### src/verilog/alu_pkg.sv
/* ALU operation codes
   Shared by decoder, ALU and checks */
package alu_pkg;

	// Add comes first so it is the reset/default encoding
	typedef enum logic [3:0] {
		ALUOP_ADD = 4'h0,
		ALUOP_SUB = 4'h1,
		ALUOP_LT  = 4'h2, // Signed less-than
		ALUOP_GE  = 4'h3,
		ALUOP_LTU = 4'h4, // Unsigned less-than
		ALUOP_GEU = 4'h5,
		ALUOP_AND = 4'h6,
		ALUOP_OR  = 4'h7,
		ALUOP_XOR = 4'h8,
		ALUOP_SRL = 4'h9,
		ALUOP_SRA = 4'ha, // Right shift with sign fill
		ALUOP_SLL = 4'hb
	} alu_op_t;

	// Codes 4'hc..4'hf unused, ALU treats them as add

endpackage

### src/verilog/rv_isa_pkg.sv
/* RV32I ISA constants
   Opcodes, funct3/funct7 codes and register index width for the integer path */
package rv_isa_pkg;

	// Register index width, 32 architectural registers
	localparam int W_REGADDR = 5;

	// Major opcodes handled by the execute path
	localparam logic [6:0] OPC_OP     = 7'b0110011; // Register-register
	localparam logic [6:0] OPC_OP_IMM = 7'b0010011; // Register-immediate

	// funct3 field, shared by OP and OP-IMM
	localparam logic [2:0] F3_ADD_SUB = 3'b000;
	localparam logic [2:0] F3_SLL     = 3'b001;
	localparam logic [2:0] F3_SLT     = 3'b010;
	localparam logic [2:0] F3_SLTU    = 3'b011;
	localparam logic [2:0] F3_XOR     = 3'b100;
	localparam logic [2:0] F3_SR      = 3'b101; // SRL or SRA, picked by funct7
	localparam logic [2:0] F3_OR      = 3'b110;
	localparam logic [2:0] F3_AND     = 3'b111;

	// funct7 values
	localparam logic [6:0] F7_BASE = 7'b0000000; // Plain op
	localparam logic [6:0] F7_ALT  = 7'b0100000; // SUB and SRA/SRAI

	// Instruction field positions
	localparam int OPC_LSB = 0;
	localparam int RD_LSB  = 7;
	localparam int F3_LSB  = 12;
	localparam int RS1_LSB = 15;
	localparam int RS2_LSB = 20;
	localparam int F7_LSB  = 25;

	// Bits in the I-type immediate, and width of the RV32I shamt field
	localparam int W_IMM_I    = 12;
	localparam int W_SHAMT_RV = 5;

endpackage
### src/verilog/exec_if.sv
/* Decode to execute bus
   One decoded operation per cycle, qualified by valid, no ready */
`timescale 1ns/100ps

interface exec_if #(
	parameter W_DATA = 32
);

	logic                                valid; // One-cycle qualifier
	alu_pkg::alu_op_t                    aluop;
	logic [W_DATA-1:0]                   op_a;  // rs1 value, bypassed
	logic [W_DATA-1:0]                   op_b;  // rs2 value or immediate
	logic [rv_isa_pkg::W_REGADDR-1:0]    rd;    // Destination index

	// Decoder side, all driven from its registers
	modport producer (
		output valid,
		output aluop,
		output op_a,
		output op_b,
		output rd
	);

	// Execute side, must take the op in its valid cycle
	modport consumer (
		input valid,
		input aluop,
		input op_a,
		input op_b,
		input rd
	);

endinterface

### src/verilog/alu_core.sv
/* RV32I integer execute path
   Decode, register file, ALU and writeback stage */
`timescale 1ns/100ps

module alu_core #(
	parameter W_DATA  = 32,
	parameter W_SHAMT = 5
) (
	input  logic                             clk,
	input  logic                             rst,
	input  logic                             instr_valid,
	input  logic [31:0]                      instr,
	output logic                             wb_valid,
	output logic [rv_isa_pkg::W_REGADDR-1:0] wb_rd,
	output logic [W_DATA-1:0]                wb_data,
	output logic                             wb_zero,
	output logic                             illegal
);

	logic [rv_isa_pkg::W_REGADDR-1:0] rs1;
	logic [rv_isa_pkg::W_REGADDR-1:0] rs2;
	logic [W_DATA-1:0]                rd1;
	logic [W_DATA-1:0]                rd2;
	logic                             rf_we;
	logic                             illegal_q;
	logic [W_DATA-1:0]                alu_result;
	logic                             alu_zero;

	exec_if #(.W_DATA(W_DATA)) ex_bus ();

	// Write on the same edge as the writeback registers
	assign rf_we = ex_bus.valid && (ex_bus.rd != '0);

	regfile #(.W_DATA(W_DATA)) regfile_inst (
		.clk, .rst,
		.rs1, .rs2, .rd1, .rd2,
		.we (rf_we),
		.wa (ex_bus.rd),
		.wd (alu_result)
	);

	instr_decode #(.W_DATA(W_DATA)) instr_decode_inst (
		.clk, .rst, .instr_valid, .instr,
		.rs1, .rs2, .rd1, .rd2,
		.fwd_valid (ex_bus.valid), // Result of the op one slot ahead
		.fwd_rd    (ex_bus.rd),
		.fwd_data  (alu_result),
		.illegal_q,
		.ex        (ex_bus.producer)
	);

	alu #(.W_DATA(W_DATA), .W_SHAMT(W_SHAMT)) alu_inst (
		.aluop  (ex_bus.aluop),
		.op_a   (ex_bus.op_a),
		.op_b   (ex_bus.op_b),
		.result (alu_result),
		.zero   (alu_zero)
	);

	always_ff @(posedge clk) begin
		if (rst) begin
			wb_valid <= 1'b0;
			illegal  <= 1'b0;
		end else begin
			wb_valid <= ex_bus.valid;
			illegal  <= illegal_q; // Second stage of illegal
		end
	end

	always_ff @(posedge clk) begin
		if (ex_bus.valid) begin
			wb_rd   <= ex_bus.rd; // x0 results still shown here
			wb_data <= alu_result;
			wb_zero <= alu_zero;
		end
	end

endmodule

### src/verilog/instr_decode.sv
/* OP/OP-IMM decoder
   Builds ALU op and operands with bypass, registers them onto exec_if */
`timescale 1ns/100ps

module instr_decode #(
	parameter W_DATA = 32
) (
	input  logic                             clk,
	input  logic                             rst,
	input  logic                             instr_valid,
	input  logic [31:0]                      instr,
	output logic [rv_isa_pkg::W_REGADDR-1:0] rs1,
	output logic [rv_isa_pkg::W_REGADDR-1:0] rs2,
	input  logic [W_DATA-1:0]                rd1,
	input  logic [W_DATA-1:0]                rd2,
	input  logic                             fwd_valid,
	input  logic [rv_isa_pkg::W_REGADDR-1:0] fwd_rd,
	input  logic [W_DATA-1:0]                fwd_data,
	output logic                             illegal_q,
	exec_if.producer                         ex
);

	logic [6:0]                       opcode;
	logic [2:0]                       funct3;
	logic [6:0]                       funct7;
	logic [rv_isa_pkg::W_REGADDR-1:0] rd_idx;
	logic                             is_op;
	logic                             is_op_imm;
	logic                             f7_base;
	logic                             f7_alt;
	logic                             f7_bad;
	logic                             bad;
	logic                             imm_shift;
	alu_pkg::alu_op_t                 aluop_d;
	logic [W_DATA-1:0]                imm_i;
	logic [W_DATA-1:0]                imm_sh;
	logic [W_DATA-1:0]                src1;
	logic [W_DATA-1:0]                src2;
	logic [W_DATA-1:0]                op_b_d;

	// Field extraction
	assign opcode = instr[rv_isa_pkg::OPC_LSB +: 7];
	assign funct3 = instr[rv_isa_pkg::F3_LSB +: 3];
	assign funct7 = instr[rv_isa_pkg::F7_LSB +: 7];
	assign rd_idx = instr[rv_isa_pkg::RD_LSB +: rv_isa_pkg::W_REGADDR];
	assign rs1    = instr[rv_isa_pkg::RS1_LSB +: rv_isa_pkg::W_REGADDR];
	assign rs2    = instr[rv_isa_pkg::RS2_LSB +: rv_isa_pkg::W_REGADDR];

	assign is_op     = (opcode == rv_isa_pkg::OPC_OP);
	assign is_op_imm = (opcode == rv_isa_pkg::OPC_OP_IMM);
	assign f7_base   = (funct7 == rv_isa_pkg::F7_BASE);
	assign f7_alt    = (funct7 == rv_isa_pkg::F7_ALT);

	// funct3 to ALU op, plus funct7 legality per format
	always_comb begin
		aluop_d = alu_pkg::ALUOP_ADD;
		f7_bad  = 1'b0;
		case (funct3)
			rv_isa_pkg::F3_ADD_SUB: begin
				aluop_d = (is_op && f7_alt) ? alu_pkg::ALUOP_SUB : alu_pkg::ALUOP_ADD;
				f7_bad  = is_op && !f7_base && !f7_alt; // ADDI has no funct7
			end
			rv_isa_pkg::F3_SLL: begin
				aluop_d = alu_pkg::ALUOP_SLL;
				f7_bad  = !f7_base; // SLLI too
			end
			rv_isa_pkg::F3_SR: begin
				aluop_d = f7_alt ? alu_pkg::ALUOP_SRA : alu_pkg::ALUOP_SRL;
				f7_bad  = !f7_base && !f7_alt;
			end
			rv_isa_pkg::F3_SLT:  aluop_d = alu_pkg::ALUOP_LT;
			rv_isa_pkg::F3_SLTU: aluop_d = alu_pkg::ALUOP_LTU;
			rv_isa_pkg::F3_XOR:  aluop_d = alu_pkg::ALUOP_XOR;
			rv_isa_pkg::F3_OR:   aluop_d = alu_pkg::ALUOP_OR;
			default:             aluop_d = alu_pkg::ALUOP_AND; // F3_AND
		endcase
		// Remaining funct3 codes need funct7 zero in OP only
		if (funct3 != rv_isa_pkg::F3_ADD_SUB && funct3 != rv_isa_pkg::F3_SLL &&
			funct3 != rv_isa_pkg::F3_SR) begin
			f7_bad = is_op && !f7_base;
		end
	end

	assign bad = !(is_op || is_op_imm) || f7_bad;

	// Immediates, shamt goes in zero-extended
	assign imm_i  = {{(W_DATA-rv_isa_pkg::W_IMM_I){instr[31]}}, instr[31 -: rv_isa_pkg::W_IMM_I]};
	assign imm_sh = W_DATA'(instr[rv_isa_pkg::RS2_LSB +: rv_isa_pkg::W_SHAMT_RV]);
	assign imm_shift = (funct3 == rv_isa_pkg::F3_SLL) || (funct3 == rv_isa_pkg::F3_SR);

	// Bypass from the op in execute, never for x0
	assign src1 = (fwd_valid && fwd_rd == rs1 && rs1 != '0) ? fwd_data : rd1;
	assign src2 = (fwd_valid && fwd_rd == rs2 && rs2 != '0) ? fwd_data : rd2;

	assign op_b_d = is_op ? src2 : (imm_shift ? imm_sh : imm_i);

	always_ff @(posedge clk) begin
		if (rst) begin
			ex.valid  <= 1'b0;
			illegal_q <= 1'b0;
		end else begin
			ex.valid  <= instr_valid && !bad;
			illegal_q <= instr_valid && bad; // Exclusive with valid
		end
	end

	// Payload, only meaningful alongside valid
	always_ff @(posedge clk) begin
		if (instr_valid) begin
			ex.aluop <= aluop_d;
			ex.op_a  <= src1;
			ex.op_b  <= op_b_d;
			ex.rd    <= rd_idx;
		end
	end

endmodule

### src/verilog/alu.sv
/* Integer ALU
   Add/sub, signed and unsigned compares, logic ops, shifts, zero flag */
`timescale 1ns/100ps

module alu #(
	parameter W_DATA  = 32,
	parameter W_SHAMT = 5
) (
	input  alu_pkg::alu_op_t  aluop,
	input  logic [W_DATA-1:0] op_a,
	input  logic [W_DATA-1:0] op_b,
	output logic [W_DATA-1:0] result,
	output logic              zero
);

	logic [W_DATA-1:0] sum;
	logic [W_DATA-1:0] diff;
	logic              borrow;   // Set when op_a < op_b unsigned
	logic              lt;       // Signed less-than
	logic              ltu;
	logic              shift_right;
	logic              shift_arith;
	logic [W_DATA-1:0] shift_dout;

	assign sum             = op_a + op_b;
	assign {borrow, diff}  = {1'b0, op_a} - {1'b0, op_b}; // Extra bit catches borrow
	assign ltu             = borrow;

	// Differing signs decide directly, else the difference sign does
	assign lt = (op_a[W_DATA-1] != op_b[W_DATA-1]) ? op_a[W_DATA-1] : diff[W_DATA-1];

	assign shift_right = (aluop == alu_pkg::ALUOP_SRL) || (aluop == alu_pkg::ALUOP_SRA);
	assign shift_arith = (aluop == alu_pkg::ALUOP_SRA);

	shift_rla #(
		.W_DATA  (W_DATA),
		.W_SHAMT (W_SHAMT)
	) shifter (
		.din         (op_a),
		.shamt       (op_b[W_SHAMT-1:0]), // Upper op_b bits ignored for shifts
		.right_nleft (shift_right),
		.arith       (shift_arith),
		.dout        (shift_dout)
	);

	always_comb begin
		case (aluop)
			alu_pkg::ALUOP_SUB: result = diff;
			alu_pkg::ALUOP_LT:  result = W_DATA'(lt);  // Compares give 0 or 1
			alu_pkg::ALUOP_GE:  result = W_DATA'(!lt);
			alu_pkg::ALUOP_LTU: result = W_DATA'(ltu);
			alu_pkg::ALUOP_GEU: result = W_DATA'(!ltu);
			alu_pkg::ALUOP_AND: result = op_a & op_b;
			alu_pkg::ALUOP_OR:  result = op_a | op_b;
			alu_pkg::ALUOP_XOR: result = op_a ^ op_b;
			alu_pkg::ALUOP_SRL,
			alu_pkg::ALUOP_SRA,
			alu_pkg::ALUOP_SLL: result = shift_dout; // Direction set above
			default:            result = sum;        // ADD and unused codes
		endcase
	end

	assign zero = ~|result;

endmodule

### src/verilog/shift_rla.sv
/* Barrel shifter, left/right and logical/arithmetic
   Single right shifter, left shifts go through bit reversal */
`timescale 1ns/100ps

module shift_rla #(
	parameter W_DATA  = 32,
	parameter W_SHAMT = 5
) (
	input  logic [W_DATA-1:0]  din,
	input  logic [W_SHAMT-1:0] shamt,
	input  logic               right_nleft,
	input  logic               arith,
	output logic [W_DATA-1:0]  dout
);

	function automatic logic [W_DATA-1:0] bit_rev(input logic [W_DATA-1:0] x);
		logic [W_DATA-1:0] r;
		for (int i = 0; i < W_DATA; i++) begin
			r[i] = x[W_DATA-1-i];
		end
		return r;
	endfunction

	logic              sext;                // Fill bit for vacated positions
	logic [W_DATA-1:0] stage [0:W_SHAMT];  // One entry per shift stage

	assign sext     = arith & right_nleft & din[W_DATA-1];
	assign stage[0] = right_nleft ? din : bit_rev(din); // Left becomes right

	// Stage i shifts by 2**i when its shamt bit is set
	for (genvar i = 0; i < W_SHAMT; i++) begin : g_stage
		assign stage[i+1] = shamt[i] ?
			{{(1 << i){sext}}, stage[i][W_DATA-1:(1 << i)]} : stage[i];
	end

	assign dout = right_nleft ? stage[W_SHAMT] : bit_rev(stage[W_SHAMT]); // Undo reversal

endmodule

### src/verilog/regfile.sv
/* Integer register file
   Two combinational reads, one synchronous write, x0 hardwired to zero */
`timescale 1ns/100ps

module regfile #(
	parameter W_DATA = 32
) (
	input  logic                             clk,
	input  logic                             rst,
	input  logic [rv_isa_pkg::W_REGADDR-1:0] rs1,
	input  logic [rv_isa_pkg::W_REGADDR-1:0] rs2,
	output logic [W_DATA-1:0]                rd1,
	output logic [W_DATA-1:0]                rd2,
	input  logic                             we,
	input  logic [rv_isa_pkg::W_REGADDR-1:0] wa,
	input  logic [W_DATA-1:0]                wd
);

	localparam int N_REGS = 1 << rv_isa_pkg::W_REGADDR;

	// No storage behind x0
	logic [W_DATA-1:0] mem [1:N_REGS-1];

	always_ff @(posedge clk) begin
		if (rst) begin
			for (int i = 1; i < N_REGS; i++) begin
				mem[i] <= '0; // All registers read 0 after reset
			end
		end else if (we && wa != '0) begin
			mem[wa] <= wd; // Writes to x0 dropped
		end
	end

	// Same-edge write is not visible here, decoder bypasses it
	assign rd1 = (rs1 == '0) ? '0 : mem[rs1];
	assign rd2 = (rs2 == '0) ? '0 : mem[rs2];

endmodule

### config.mk
export PLATFORM = sky130hd
export DESIGN_NAME = alu_core
export DESIGN_NICKNAME = d
export VERILOG_FILES = /design/src/verilog/alu_pkg.sv /design/src/verilog/rv_isa_pkg.sv /design/src/verilog/exec_if.sv /design/src/verilog/alu_core.sv /design/src/verilog/instr_decode.sv /design/src/verilog/alu.sv /design/src/verilog/shift_rla.sv /design/src/verilog/regfile.sv
export SDC_FILE = /design/constraint.sdc
export NUM_CORES = 2
export LEC_CHECK = 0
export BUFFER_PORTS_ARGS = -buffer_cell sky130_fd_sc_hd__buf_2
export CORE_MARGIN = 4
export CORE_UTILIZATION = 54
export DETAILED_ROUTE_END_ITERATION = 8
export GPL_TIMING_DRIVEN = 1
export PLACE_DENSITY = 0.69
export SKIP_LAST_GASP = 1
export SYNTH_ARGS = -nofsm -noshare
export SYNTH_HDL_FRONTEND = slang
export SYNTH_HIERARCHICAL = 1
export SYNTH_SLANG_ARGS = --single-unit
### constraint.sdc
create_clock -name clk -period 14.34 [get_ports clk]
set_input_delay 0.717 -clock clk [delete_from_list [all_inputs] [get_ports clk]]
set_output_delay 0.717 -clock clk [all_outputs]
set_load 0.02 [all_outputs]
Yosys cells after proc, flatten, opt, wreduce, memory -nomap -nowiden. Memories as Yosys holds them, arrays and structs flattened. Cells that the tools add are included.

Add/sub/neg operators: 2. Equality and inequality tests: 25. Multiplexer cells: 28. Bitwise operators: 5. Reduce and logical (&&, ||, !) cells: 36.

Operators by type and width (number): 32-bit two-way mux (14); 32-bit case mux with 9 select lines (1); 32-bit OR reduction (2); 32-bit by 32-bit subtractor with 33-bit output (1); 32-bit adder (1); 32-bit bitwise AND (1); 32-bit OR (1); 32-bit bitwise XOR (1); 4-bit case mux with 7 select lines (1); 4-bit by 3-bit equality test with 1-bit output, second input constant (4); 4-bit equality test, second input constant (4); 5-bit nonzero test (3); 7-bit by 6-bit equality test with 1-bit output, second input constant (2); 1-bit logical AND (14); 5-bit equality test (2); 5-bit zero test (2); 3-bit equality test, second input constant (3); 1-bit two-way mux (9); 4-bit by 2-bit equality test with 1-bit output, second input constant (2); 7-bit by 5-bit equality test with 1-bit output, second input constant (1); 1-bit zero test (7); 7-bit zero test (1); 3-bit by 2-bit equality test with 1-bit output, second input constant (2); 5-bit two-way mux (1); 12 further kinds (16).

Register bits after elaboration: 115. Bits in writable memories: 992. Bits of input ports: 35. Output and inout port bits: 40. Memories: 1.

Memory list: regfile_inst.mem (depth 31, width 32, read ports 2, clocked after Yosys merged registers in 0, write ports 31, RTL line regfile.sv:22) `logic [W_DATA-1:0] mem [1:N_REGS-1];`.

Longest topological paths before layout.
Word-level depth: 13. Depth in mapped cells: 27.

Hierarchy. The synthesis kept the hierarchy.

By module, submodules not included: regfile (instances 1, cells each 3765, area each 54631.1 um2); alu (instances 1, cells each 960, area each 6140.9 um2); instr_decode (instances 1, cells each 355, area each 4296.6 um2); shift_rla (instances 1, cells each 479, area each 3881.2 um2); alu_core (instances 1, cells each 44, area each 1208.7 um2).

Worst setup path before layout. Ideal clock, no wire load.

Path type: reg-to-reg. Start: register instr_decode_inst.ex.aluop[0]. End: register wb_zero, data pin. Setup time: 0.169 ns. Arrival: 5.111 ns. Required time: 14.171 ns. Path slack: 9.060 ns. Stages on the path, launching flop included: 26. Path buffers: 7. Clock period less this slack: 5.280 ns. Cells stage by stage: edfxtp_1 > buf_2 > clkbuf_1 > buf_2 > buf_1 > xnor2_1 > nor2_1 > clkbuf_2 > buf_2 > inv_2 > buf_2 > mux2i_1 > mux2i_1 > a221oi_2 > o211ai_1 > a32o_1 > nand3_1 > o221ai_1 > or3b_1 > a31o_1 > or4b_1 > nor4_2 > nand4b_1 > nor3_1 > nand4b_1 > nor4b_2.

Longest elaborated chain between the ends: 13.

RTL lines: start: declaration (RTL line exec_if.sv:18) `output aluop,`; start signal: assignment (RTL line instr_decode.sv:110) `ex.aluop <= aluop_d;`; 4-bit equality test (RTL line alu.sv:32) `assign shift_right = (aluop == alu_pkg::ALUOP_SRL) || (aluop == alu_pkg::ALUOP_SRA);`; 1-bit logical OR (*) (RTL line alu.sv:32); named net alu_inst.shift_right (RTL line alu.sv:21) `logic shift_right;`; 1-bit bitwise AND (2 in a row) (RTL line shift_rla.sv:27) `assign sext = arith & right_nleft & din[W_DATA-1];`; 32-bit two-way mux (5 in a row) (RTL line shift_rla.sv:32) `assign stage[i+1] = shamt[i] ?`; 32-bit two-way mux (*) (RTL line shift_rla.sv:36) `assign dout = right_nleft ? stage[W_SHAMT] : bit_rev(stage[W_SHAMT]);`; named net alu_inst.shift_dout[6] (RTL line alu.sv:23) `logic [W_DATA-1:0] shift_dout;`; 32-bit case mux with 9 select lines (*) (RTL line alu.sv:47) `case (aluop)`; named net alu_result[6] (RTL line alu_core.sv:26) `logic [W_DATA-1:0] alu_result;`; 32-bit OR reduction (*) (RTL line alu.sv:63) `assign zero = ~|result;`; 1-bit zero test (*) (RTL line alu.sv:63); named net alu_zero (RTL line alu_core.sv:27) `logic alu_zero;`; end signal: assignment (RTL line alu_core.sv:74) `wb_zero <= alu_zero;`; end: declaration (RTL line alu_core.sv:16) `output logic wb_zero,`.

The timed path passes the listed nets; every way through them passes the cells marked *. A chain may end at the register's enable or synchronous reset.

Final worst setup path.
Start: register instr_decode_inst.ex.aluop[3]. End: register wb_zero, data pin.

Same word-level chain as after synthesis.

==> impl_metrics.py <==
metrics = {
    "sta": {
        "rsz0062_at_grt": "false",
        "drv_slew": 7,
        "max_slew_margin": -0.0321,
        "period_minus_slack_ps": 7220,
        "fmax_mhz": 138,
        "timing.final.crit_share": 0.504,
        "tightest_slew_ps": 1530,
        "setup_total_negative_slack_ps": 0,
        "setup_viol": 0,
        "fin_skew_ps": 40.7,
        "finalHoldViolations": 0,
    },
    "die": {
        "coreArea_mm2": 0.128,
        "die_h_um": 368,
        "rows": 131,
        "die_w_um": 368,
        "start_util": 0.547,
        "design.die.area_mm2": 0.136,
        "ios": 75,
    },
    "drt": {
        "wl_per_cell_um": 36.3,
        "drt-vias-per-instance": 7.11,
        "drc": 0,
        "top_layer": "met5",
        "detail-route-antenna-nets": 0,
        "dr.pass1.iters": 8,
        "routed-wl-met3_um": 37700,
        "met1Wirelength_um": 94000,
        "drt_iter0_drc": 7812,
        "dr_wl_met2_um": 113000,
        "dr_total_vias": 51999,
        "wl_um": 265000,
    },
    "worst_setup_path": {
        "path_cells": "buf_4 > nand2b_1 > nor2_4 > buf_4 > inv_2 > buf_4 > mux2i_1 > mux2i_1 > a221oi_2 > o211ai_1 > a32o_1 > nand3_1 > o221ai_1 > or3b_1 > a31o_1 > buf_4 > or4b_1 > nor4_2 > nand4b_1 > nor3_1 > nand4b_1 > nor4b_2",
        "crit_top_cell": "buf_4",
        "worstSetupPathType": "flop to flop",
        "cpPeakStageDelay_ps": 640,
        "crit_slowest_cell": "nor2_4",
        "start_kind": "flop",
        "crit_arrival_ps": 7800,
        "critical_path_peak_fanout": 57,
        "cp-end-kind": "flop",
        "worstPathRequired_ps": 14920,
    },
    "clock_tree": {
        "h-tree-depth": 3,
        "clk_pin_slew_ps": 80,
        "hold_buffers": 0,
        "clkLatencyLatePin_ps": 770,
        "cts_setup_buffers": 0,
        "clockRootBuffer": "clkbuf_16",
        "clockBufferDepth": 3,
        "cts_made_buffers": 119,
        "cts_tree": "built",
        "cts_resized": 0,
        "cts.sinks": 1139,
    },
    "global_routing": {
        "grt_pass1_wl_um": 372000,
        "antenna_found_initial": 29,
        "grt_overflow": 0,
        "grt_max_degree": 99,
        "grt_usage": 0.384,
        "grt_pass1_vias": 49762,
    },
    "yosys": {
        "synthTopCellsByCount": "edfxtp_1, and2_1, mux2i_1, mux4_2, clkbuf_1",
        "ys.flop_type": "edfxtp_1",
        "async_flop_share": 0,
        "syn_area_mm2": 0.0702,
        "syn_avg_cell_area_um2": 12.5,
        "yosys.cell_types.count": 118,
        "synth-edff-count": 1135,
        "synth_seq_cells": 1139,
        "synth_cells": 5603,
        "synthTopCellsByArea": "edfxtp_1, mux4_2, and2_1",
        "synth_largest_area_cell": "edfxtp_1",
        "synth.most_common_cell": "edfxtp_1",
        "ys_seq_area_frac": 0.487,
        "synth.yosys.warnings": 6,
        "synth_top_area_frac": 0.486,
    },
    "finish": {
        "area_growth_pct": 8.06,
        "final_area_mm2": 0.0758,
        "nNetsFinal": 5594,
        "drive_above_1_share": 0.186,
    },
    "flow_run": {
        "drv_cap": 3,
    },
    "status": {
        "violations": "capacitance limit, slew limit",
        "status": "finished with violations",
    },
    "power_and_ir_drop": {
        "p_leak_uw": 0.0279,
        "peakVddDrop_v": 0.000108,
        "p_per_area_mw_per_mm2": 118,
    },
    "worst_hold_path": {
        "hp-class": "input port to flop",
    },
    "placement": {
        "io_buffers": 74,
        "place_area_mm2": 0.0720,
        "place.gp.congestion": 0.999,
        "hpwl_um": 168000,
    },
}
report_power, final:
part,switching (uW),internal [uW],leakage (uW)
clock,1350,1720,0.00185
sequential,114,3810,0.0117
combinational,1380,586,0.0144
total,2850,6110,0.0279
final cells by class:
class	instances	area, um^2
Tap cell	1729	2160
Sequential cell	1139	34200
Clock inverter	72	688
Inverter	107	402
Clock buffer	150	3120
Fill cell	10151	52500
Timing Repair Buffer	271	1920
Antenna cell	19	47.5
Multi-Input combinational cell	3822	33300
registers in the layout, indices dropped and copies added (netlist names):
signal and flops:
regfile_inst/mem 1024, instr_decode_inst/ex.op_a 32, instr_decode_inst/ex.op_b 32, wb_data 32, instr_decode_inst/ex.rd 5, wb_rd 5, instr_decode_inst/ex.aluop 4, illegal 1
instr_decode_inst/ex.valid 1, instr_decode_inst/illegal_q 1, wb_valid 1, wb_zero 1
critical path: cells and delay by family, from the launching register on:
kind	cells	cell delay (ps)
multiplexers	2	560
AND/OR/NAND/NOR	10	3360
flip-flops	1	320
AO/OA/AOI/OAI	5	1000
buffers and inverters	5	1760
final timing paths:
check / from / to / slack (ps) / depth (start not counted)
max reg2reg: instr_decode_inst/ex.aluop[3] / wb_zero / 7120 / 22
min reg2reg: instr_decode_inst/illegal_q / illegal / 480 / 1
max: instr_decode_inst/ex.aluop[3] / wb_zero / 7120 / 22
min: instr[7] / instr_decode_inst/ex.rd[0] / 130 / 1
metrics by stage:
stage	util	hold slack (ps)	cells	total power (uW)	setup slack, ps
2_1_floorplan	-	414	5634	5060	9060
3_3_place_gp	0.561	484	7068	5850	7300
3_5_place_dp	0.561	478	7068	5870	7270
4_1_cts	0.590	100	7290	8900	7270
5_1_grt	0.590	130	7290	9190	6810
6_report	0.591	128	7309	8960	7120
metal layers:
metal / global-route usage / vias up
met2: 0.558 / 3833
met5: 0 / -
met3: 0.134 / 861
li1: - / 21186
met4: 0.235 / 16
met1: 0.496 / 26103
layout by cell type (no fill, tap or decap), drive strengths merged, types with 41 or more instances in the layout:
| cell | count |
|---|---|
| edfxtp | 1135 |
| and2 | 1008 |
| mux2i | 387 |
| mux4 | 387 |
| buf | 271 |
| a21oi | 177 |
| nor2 | 174 |
| clkbuf | 150 |
| a22oi | 129 |
| nand2 | 124 |
| o21ai | 124 |
| inv | 109 |
| nand3 | 97 |
| ha | 96 |
| mux2 | 91 |
| nor2b | 87 |
| a211oi | 81 |
| o22ai | 79 |
| nor3 | 65 |
| a2111oi | 62 |
| a22o | 56 |
| clkinv | 54 |
| a31oi | 52 |
| nor4 | 49 |
| or2 | 41 |
cells by family (layout without fill, tap and decap cells):
family,Yosys count,after routing,share of synthesized area
AO/OA/AOI/OAI,999,999,0.100
XOR/XNOR,20,20,0.00250
adder cells (fa/ha/maj),99,99,0.0180
buffers and inverters,673,600,0.0467
flip-flops,1139,1139,0.487
multiplexers,865,865,0.195
other,1,51,0.0000535
AND/OR/NAND/NOR,1807,1807,0.151
Note: power is estimated with default switching activity, not from simulation.
